==> config.mk <==
export PLATFORM = sky130hd
export DESIGN_NAME = modexp_top
export DESIGN_NICKNAME = d
export VERILOG_FILES = /design/src/hdl/modexp_pkg.sv /design/src/hdl/mont_mul.sv /design/src/hdl/exp_scanner.sv /design/src/hdl/modexp_datapath.sv /design/src/hdl/modexp_ctrl.sv /design/src/hdl/modexp_top.sv
export SDC_FILE = /design/constraint.sdc
export NUM_CORES = 2
export LEC_CHECK = 0
export ABC_AREA = 1
export ABC_CLOCK_PERIOD_IN_PS = 7050
export BUFFER_PORTS_ARGS = -buffer_cell sky130_fd_sc_hd__buf_4
export CAP_MARGIN = 25
export CORE_MARGIN = 10
export CORE_UTILIZATION = 56
export CTS_CLUSTER_DIAMETER = 120
export DETAILED_ROUTE_END_ITERATION = 16
export PLACE_DENSITY = 0.77
export SLEW_MARGIN = 20
export SYNTH_ARGS = -nofsm -noshare
export SYNTH_HDL_FRONTEND = slang
export SYNTH_SLANG_ARGS = --single-unit
==> constraint.sdc <==
create_clock -name clk -period 7.05 [get_ports clk]
set_input_delay 1.41 -clock clk [delete_from_list [all_inputs] [get_ports clk]]
set_output_delay 1.41 -clock clk [all_outputs]
set_load 0.01 [all_outputs]
==> src/hdl/modexp_pkg.sv <==
`default_nettype none

package modexp_pkg;

   localparam int def_op_w = 64;

   // first multiplier operand
   typedef enum logic {
      a_acc     = 1'b0,
      a_base_in = 1'b1
   } a_sel_e;

   // second multiplier operand
   typedef enum logic [1:0] {
      b_acc   = 2'd0,
      b_mbase = 2'd1,
      b_r2    = 2'd2,
      b_one   = 2'd3
   } b_sel_e;

   // controller to datapath
   typedef struct packed {
      logic   mul_start;    // one cycle pulse
      a_sel_e a_sel;
      b_sel_e b_sel;
      logic   acc_init;     // acc <= r_mod
      logic   acc_take;     // acc <= product
      logic   mbase_take;   // mbase <= product
   } dp_cmd_t;

endpackage

`default_nettype wire

==> src/hdl/mont_mul.sv <==
`timescale 1ns/1ps
`default_nettype none

module mont_mul #(
   parameter int op_w = 64
) (
   input  logic            clk,
   input  logic            rst,
   input  logic            start,
   input  logic [op_w-1:0] a,
   input  logic [op_w-1:0] b,
   input  logic [op_w-1:0] m,
   output logic [op_w-1:0] product,
   output logic            done
);

   localparam int cnt_w = $clog2(op_w + 1);

   logic [op_w-1:0]  a_sh;   // remaining multiplier bits from the lsb
   logic [op_w-1:0]  b_r;
   logic [op_w-1:0]  m_r;
   logic [op_w:0]    acc;    // stays below 2m
   logic [op_w:0]    acc_sub;
   logic [cnt_w-1:0] cnt;
   logic             run;
   logic             red;    // final subtract cycle

   // one radix-2 step computes (acc + a_bit*b + q*m) / 2
   function automatic logic [op_w:0] mont_step(
      input logic [op_w:0]   acc_in,
      input logic            a_bit,
      input logic [op_w-1:0] bv,
      input logic [op_w-1:0] mv
   );
      logic [op_w+1:0] sum;
      sum = {1'b0, acc_in} + (a_bit ? {2'b00, bv} : {(op_w + 2){1'b0}});
      if (sum[0]) begin
         sum = sum + {2'b00, mv};
      end
      return sum[op_w+1:1];
   endfunction

   assign acc_sub = acc - {1'b0, m_r};   // msb set means acc < m

   always_ff @(posedge clk) begin
      if (rst) begin
         run  <= 1'b0;
         red  <= 1'b0;
         done <= 1'b0;
      end else begin
         done <= red && !start;
         if (start) begin
            run <= 1'b1;
            red <= 1'b0;
         end else if (run && cnt == cnt_w'(1)) begin
            run <= 1'b0;
            red <= 1'b1;
         end else begin
            red <= 1'b0;
         end
      end
   end

   // first step runs on the start edge from the live inputs
   always_ff @(posedge clk) begin
      if (start) begin
         a_sh <= a >> 1;
         b_r  <= b;
         m_r  <= m;
         acc  <= mont_step({(op_w + 1){1'b0}}, a[0], b, m);
         cnt  <= cnt_w'(op_w - 1);
      end else if (run) begin
         a_sh <= a_sh >> 1;
         acc  <= mont_step(acc, a_sh[0], b_r, m_r);
         cnt  <= cnt - 1'b1;
      end
      if (red) begin
         product <= acc_sub[op_w] ? acc[op_w-1:0] : acc_sub[op_w-1:0];
      end
   end

endmodule

`default_nettype wire

==> src/hdl/exp_scanner.sv <==
`timescale 1ns/1ps
`default_nettype none

module exp_scanner #(
   parameter int op_w = 64
) (
   input  logic            clk,
   input  logic            rst,
   input  logic            load,
   input  logic            shift,
   input  logic [op_w-1:0] exponent,
   output logic            exp_bit,
   output logic            exp_last
);

   localparam int cnt_w = $clog2(op_w + 1);

   logic [op_w-1:0]  exp_sh;
   logic [cnt_w-1:0] cnt;   // bits still to process

   always_ff @(posedge clk) begin
      if (rst) begin
         cnt <= '0;
      end else if (load) begin
         cnt <= cnt_w'(op_w);
      end else if (shift && cnt != '0) begin
         cnt <= cnt - 1'b1;
      end
   end

   // msb first
   always_ff @(posedge clk) begin
      if (load) begin
         exp_sh <= exponent;
      end else if (shift) begin
         exp_sh <= exp_sh << 1;
      end
   end

   assign exp_bit  = exp_sh[op_w-1];
   assign exp_last = (cnt == cnt_w'(1));

endmodule

`default_nettype wire

==> src/hdl/modexp_datapath.sv <==
`timescale 1ns/1ps
`default_nettype none

module modexp_datapath #(
   parameter int op_w = 64
) (
   input  logic                clk,
   input  logic                rst,
   input  modexp_pkg::dp_cmd_t cmd,
   input  logic [op_w-1:0]     base,
   input  logic [op_w-1:0]     modulus,
   input  logic [op_w-1:0]     r_mod,
   input  logic [op_w-1:0]     r2_mod,
   output logic [op_w-1:0]     product,
   output logic                mul_done
);

   logic [op_w-1:0] acc;     // running power in montgomery form
   logic [op_w-1:0] mbase;   // base * R mod m
   logic [op_w-1:0] mul_a;
   logic [op_w-1:0] mul_b;

   always_ff @(posedge clk) begin
      if (cmd.acc_init) begin
         acc <= r_mod;   // montgomery one
      end else if (cmd.acc_take) begin
         acc <= product;
      end
      if (cmd.mbase_take) begin
         mbase <= product;
      end
   end

   assign mul_a = (cmd.a_sel == modexp_pkg::a_base_in) ? base : acc;

   always_comb begin
      case (cmd.b_sel)
         modexp_pkg::b_acc:   mul_b = acc;
         modexp_pkg::b_mbase: mul_b = mbase;
         modexp_pkg::b_r2:    mul_b = r2_mod;
         default:             mul_b = op_w'(1);   // back to normal form
      endcase
   end

   mont_mul #(
      .op_w (op_w)
   ) u_mont_mul (
      .clk     (clk),
      .rst     (rst),
      .start   (cmd.mul_start),
      .a       (mul_a),
      .b       (mul_b),
      .m       (modulus),
      .product (product),
      .done    (mul_done)
   );

endmodule

`default_nettype wire

==> src/hdl/modexp_ctrl.sv <==
`timescale 1ns/1ps
`default_nettype none

module modexp_ctrl (
   input  logic                clk,
   input  logic                rst,
   input  logic                start,
   input  logic                mul_done,
   input  logic                exp_bit,
   input  logic                exp_last,
   output modexp_pkg::dp_cmd_t cmd,
   output logic                exp_load,
   output logic                exp_shift,
   output logic                busy,
   output logic                finish
);

   typedef enum logic [2:0] {
      st_idle,
      st_map,     // base * r2 -> mbase
      st_sqr,
      st_mul,
      st_shift,
      st_conv     // acc * 1 -> result
   } state_e;

   state_e state;
   state_e state_n;
   logic   pend;   // multiply due this cycle

   always_ff @(posedge clk) begin
      if (rst) begin
         state <= st_idle;
         pend  <= 1'b0;
      end else begin
         state <= state_n;
         pend  <= (state_n != state) && (state_n != st_idle) && (state_n != st_shift);
      end
   end

   always_comb begin
      state_n       = state;
      cmd           = '0;
      cmd.mul_start = pend;
      cmd.a_sel     = modexp_pkg::a_acc;
      cmd.b_sel     = modexp_pkg::b_acc;
      exp_load      = 1'b0;
      exp_shift     = 1'b0;
      finish        = 1'b0;
      case (state)
         st_idle: begin
            if (start) begin
               exp_load     = 1'b1;
               cmd.acc_init = 1'b1;
               state_n      = st_map;
            end
         end
         st_map: begin
            cmd.a_sel = modexp_pkg::a_base_in;
            cmd.b_sel = modexp_pkg::b_r2;
            if (mul_done) begin
               cmd.mbase_take = 1'b1;
               state_n        = st_sqr;
            end
         end
         st_sqr: begin
            if (mul_done) begin
               cmd.acc_take = 1'b1;
               state_n      = exp_bit ? st_mul : st_shift;
            end
         end
         st_mul: begin
            cmd.b_sel = modexp_pkg::b_mbase;
            if (mul_done) begin
               cmd.acc_take = 1'b1;
               state_n      = st_shift;
            end
         end
         st_shift: begin
            exp_shift = 1'b1;
            state_n   = exp_last ? st_conv : st_sqr;   // last bit done
         end
         st_conv: begin
            cmd.b_sel = modexp_pkg::b_one;
            if (mul_done) begin
               finish  = 1'b1;
               state_n = st_idle;
            end
         end
         default: state_n = st_idle;
      endcase
   end

   assign busy = (state != st_idle);

endmodule

`default_nettype wire

==> src/hdl/modexp_top.sv <==
`timescale 1ns/1ps
`default_nettype none

module modexp_top #(
   parameter int op_w = modexp_pkg::def_op_w
) (
   input  logic            clk,
   input  logic            rst,
   input  logic            start,
   input  logic [op_w-1:0] base,
   input  logic [op_w-1:0] exponent,
   input  logic [op_w-1:0] modulus,
   input  logic [op_w-1:0] r_mod,
   input  logic [op_w-1:0] r2_mod,
   output logic            busy,
   output logic            done,
   output logic [op_w-1:0] result
);

   modexp_pkg::dp_cmd_t cmd;
   logic [op_w-1:0]     product;
   logic                mul_done;
   logic                exp_load;
   logic                exp_shift;
   logic                exp_bit;
   logic                exp_last;
   logic                finish;

   modexp_ctrl u_ctrl (
      .clk       (clk),
      .rst       (rst),
      .start     (start),
      .mul_done  (mul_done),
      .exp_bit   (exp_bit),
      .exp_last  (exp_last),
      .cmd       (cmd),
      .exp_load  (exp_load),
      .exp_shift (exp_shift),
      .busy      (busy),
      .finish    (finish)
   );

   exp_scanner #(
      .op_w (op_w)
   ) u_scanner (
      .clk      (clk),
      .rst      (rst),
      .load     (exp_load),
      .shift    (exp_shift),
      .exponent (exponent),
      .exp_bit  (exp_bit),
      .exp_last (exp_last)
   );

   modexp_datapath #(
      .op_w (op_w)
   ) u_datapath (
      .clk      (clk),
      .rst      (rst),
      .cmd      (cmd),
      .base     (base),
      .modulus  (modulus),
      .r_mod    (r_mod),
      .r2_mod   (r2_mod),
      .product  (product),
      .mul_done (mul_done)
   );

   // result held until the next completion
   always_ff @(posedge clk) begin
      if (rst) begin
         done   <= 1'b0;
         result <= '0;
      end else begin
         done <= finish;
         if (finish) begin
            result <= product;
         end
      end
   end

endmodule

`default_nettype wire

==> flow_metrics.py <==
metrics = {
    "run_status": {
        "status": "finished clean",
    },
    "hold_path": {
        "timing.hold.worst_path_depth": 2,
        "holdCritPathClass": "flop to flop",
    },
    "finish": {
        "final.fill_count": 7047,
        "layout_commonest_cell": "nand2_1",
        "final_cell_mix": "1699 x nand2_1, 925 x inv_1, 702 x nor2_1",
        "layout-drive-gt1-share_pct": 9.584,
        "area.growth.synth_to_final_pct": 13.73,
        "core_util_final_pct": 64.01,
        "total_nets_final": 7283,
    },
    "yosys": {
        "mappedNetlistNets": 6944,
        "synth_top_area_cell": "edfxtp_1",
        "post_synth_num_cell_types": 55,
        "ys_top_cells_by_area": "edfxtp_1 34%, nand2_1 14%, inv_1 7.7%, ha_1 7.2%, a21oi_1 7.2%",
        "asyncSetResetFlopFracSynth_pct": 0,
        "synth_flop_cell": "edfxtp_1",
        "synth_seq_cells": 598,
        "synth-warning-count": 0,
        "syn_area_per_cell_um2": 7.097,
        "synth_seq_area_share_pct": 37.90,
        "yosysTopAreaCellShare_pct": 34.08,
        "synth_enable_flop_cells": 512,
        "syn-instance-count": 6357,
        "synth_area_mm2": 0.04511,
    },
    "timing": {
        "final.setup_skew_ns": 0.06376,
        "slew_at_the_pin_closest_to_its_max_slew_limit_ns": 1.119,
        "grt_setup_unrepaired": "false",
        "slew_headroom_pct": 25.42,
        "final_critical_path_required_period_ns": 6.283,
        "final-hold-violation-count": 0,
        "finalSetupViolations": 0,
        "setup_tns_ns": 0,
        "fmax_ghz": 0.1592,
        "post-route-period-util_pct": 89.12,
        "whs_ns": 0.4434,
        "drv_slew": 0,
        "final_critical_path_setup_slack_ns": 0.7670,
    },
    "worst_setup_path": {
        "cp.required_ns": 7.46,
        "cp.depth": 23,
        "endpoint_kind": "flop",
        "cpMaxStageDelayCell": "nor4_1",
        "worstPathBufferInverterCount": 5,
        "timing.critical_path.fanout_max": 59,
        "slowest_stage_delay_cp_ns": 0.67,
        "critPathKind": "flop to flop",
        "critical_path.startpoint_type": "flop",
        "cp.arrival_ns": 6.70,
        "worstPathCellList": "buf_4 > nand2_1 > inv_1 > ha_1 > nand2_1 > nor2_1 > inv_1 > nor2_1 > inv_1 > nor4_1 > nand2_1 > nand4_1 > nand2_1 > ha_1 > nand2_1 > nor2_1 > inv_1 > nor4_1 > nand3_1 > nand3_1 > nand3_1 > nand3_1 > nand2_1",
        "critical_path.most_common_cell": "nand2_1",
        "r2r_cells": 23,
        "critical-path-top-delay-family": "simple AND/OR/NAND/NOR gates",
    },
    "placement": {
        "post-place-ws_ns": 1.085,
        "portBuffers": 388,
        "place_hpwl_um": 165000,
        "last_weighted_congestion_value_of_the_routability_driven_placer": 1.116,
    },
    "clocking": {
        "cts-buffers-inserted": 68,
        "clk-insertion-delay-late_ns": 0.66,
        "clkSinkCount": 598,
        "tritoncts": "built",
        "htreeDepth": 3,
        "cts_max_path_buffers": 3,
        "holdBufCountCts": 0,
        "clock_tree_root_buffer_cell": "clkbuf_16",
        "cts.clk_slew.worst_paths_ns": 0.06,
        "cts_setup_buffers": 0,
        "cts_resized": 0,
    },
    "floorplan": {
        "initial_utilization_pct": 56.28,
        "io-pin-count": 389,
        "num_rows": 104,
        "floorplan.core_area_mm2": 0.08016,
        "die_footprint_mm2": 0.09232,
        "die_width_um": 303.8,
        "die-height_um": 303.8,
    },
    "grt": {
        "grt_pass1_wl_um": 293100,
        "grtUsageTotal_pct": 42.50,
        "first_global_vias": 44542,
        "pin_count_of_the_biggest_net_entering_global_routing": 95,
        "grt.overflow.total": 0,
        "grt_antenna_before_repair": 12,
    },
    "power_and_ir_drop": {
        "total_leakage_power_uw": 0.02294,
        "total_power_uw": 18430,
        "worst_ir_drop_vdd_mv": 0.2950,
        "cellPowerDensity_mw_per_mm2": 359.1,
    },
    "route": {
        "postRouteAntennaNets": 0,
        "number_of_vias_per_cell_after_detailed_routing": 6.192,
        "drc": 0,
        "via_count": 48427,
        "detail_route.wl_per_cell_um": 26.52,
        "detail_route.first_pass.iterations": 7,
        "drt_first_iter_violations": 7418,
        "wl_um": 207400,
    },
    "flow_run": {
        "drv_cap": 0,
    },
}
-- cell families after synthesis --
group | after synthesis | share of synthesized area [%]
XOR/XNOR | 125 | 2.427
AO/OA/AOI/OAI | 1332 | 16.40
AND/OR/NAND/NOR | 2942 | 26.51
flip-flops | 598 | 37.90
adder cells (fa/ha/maj) | 264 | 7.388
buffers and inverters | 1096 | 9.385
-- final timing paths --
check | end | slack, ns | from
hold / removal | u_datapath.u_mont_mul.done | 0.44 | u_datapath.u_mont_mul.red
hold reg to reg | u_datapath.u_mont_mul.done | 0.44 | u_datapath.u_mont_mul.red
setup / recovery | u_datapath.u_mont_mul.acc[59] | 0.77 | u_datapath.u_mont_mul.a_sh[0]
setup reg to reg | u_datapath.u_mont_mul.acc[59] | 0.77 | u_datapath.u_mont_mul.a_sh[0]
-- tightest hold or removal path, cell delays in order (launching register included) --
cell	delay (ns)
dfxtp_2	0.32
nand2_1	0.05
nor2_1	0.03
-- power breakdown --
part / switching [µW] / internal (µW)
Clock: 1630 / 2070
Combinational: 6890 / 2990
Sequential: 401 / 4440
-- per-stage QoR --
stage / instance area [µm²] / instances
2_1_floorplan: 45120 / 6357
3_3_place_gp: 49000 / 7684
3_5_place_dp: 49000 / 7684
4_1_cts: 51260 / 7809
5_1_grt: 51300 / 7820
6_report: 51310 / 7821
-- cell usage after synthesis (4+ instances only) --
cell      count
nand2_1    1700
inv_1       927
nor2_1      703
a21oi_1     647
edfxtp_1    512
o21ai_0     391
nand3_1     333
ha_1        260
clkbuf_1    123
dfxtp_1      86
o211ai_1     86
xor2_1       64
xnor2_1      61
nand4_1      49
nor3_1       49
o21ai_2      38
a21o_1       37
a31oi_1      34
nand2_2      34
o21a_1       23
o21bai_1     23
nor4_1       22
a21boi_0     20
or2_2        16
buf_1        14
buf_2        12
nand3b_1     12
inv_2         9
a211oi_1      8
o21ai_1       8
nor2_2        7
and3_1        6
o221ai_1      5
fa_1          4
-- flip-flops by register name, summed over array words and instances, names as in the netlist --
register	cells
done	1
u_datapath.u_mont_mul.cnt	7
u_datapath.u_mont_mul.a_sh	63
u_datapath.u_mont_mul.run	1
u_datapath.u_mont_mul.product	64
u_scanner.cnt	7
u_datapath.u_mont_mul.b_r	64
u_datapath.u_mont_mul.acc	65
u_datapath.acc	64
u_datapath.u_mont_mul.done	1
u_ctrl.pend	1
u_datapath.mbase	64
u_ctrl.state	3
u_datapath.u_mont_mul.m_r	64
result	64
u_scanner.exp_sh	64
u_datapath.u_mont_mul.red	1
-- routing by layer --
layer | wire (µm) | vias up | GRT usage [%]
met5 | 0 | - | 0
li1 | - | 21730 | -
met2 | 87890 | 3616 | 63.65
met1 | 76240 | 22361 | 53.11
met4 | 17750 | 0 | 28.93
met3 | 25510 | 720 | 11.38
-- layout make-up --
cell class	instances	area, µm²	share of cell area (%)
Inverter	937	3525	6.870
Sequential cell	598	17100	33.33
Multi-Input combinational cell	4663	23840	46.46
Timing Repair Buffer	428	3236	6.306
Tap cell	1060	1326	2.585
Antenna cell	10	25.02	0.04877
Clock inverter	35	444.2	0.8657
Clock buffer	90	1814	3.536
No activity file was read; power rests on OpenSTA's default activity.
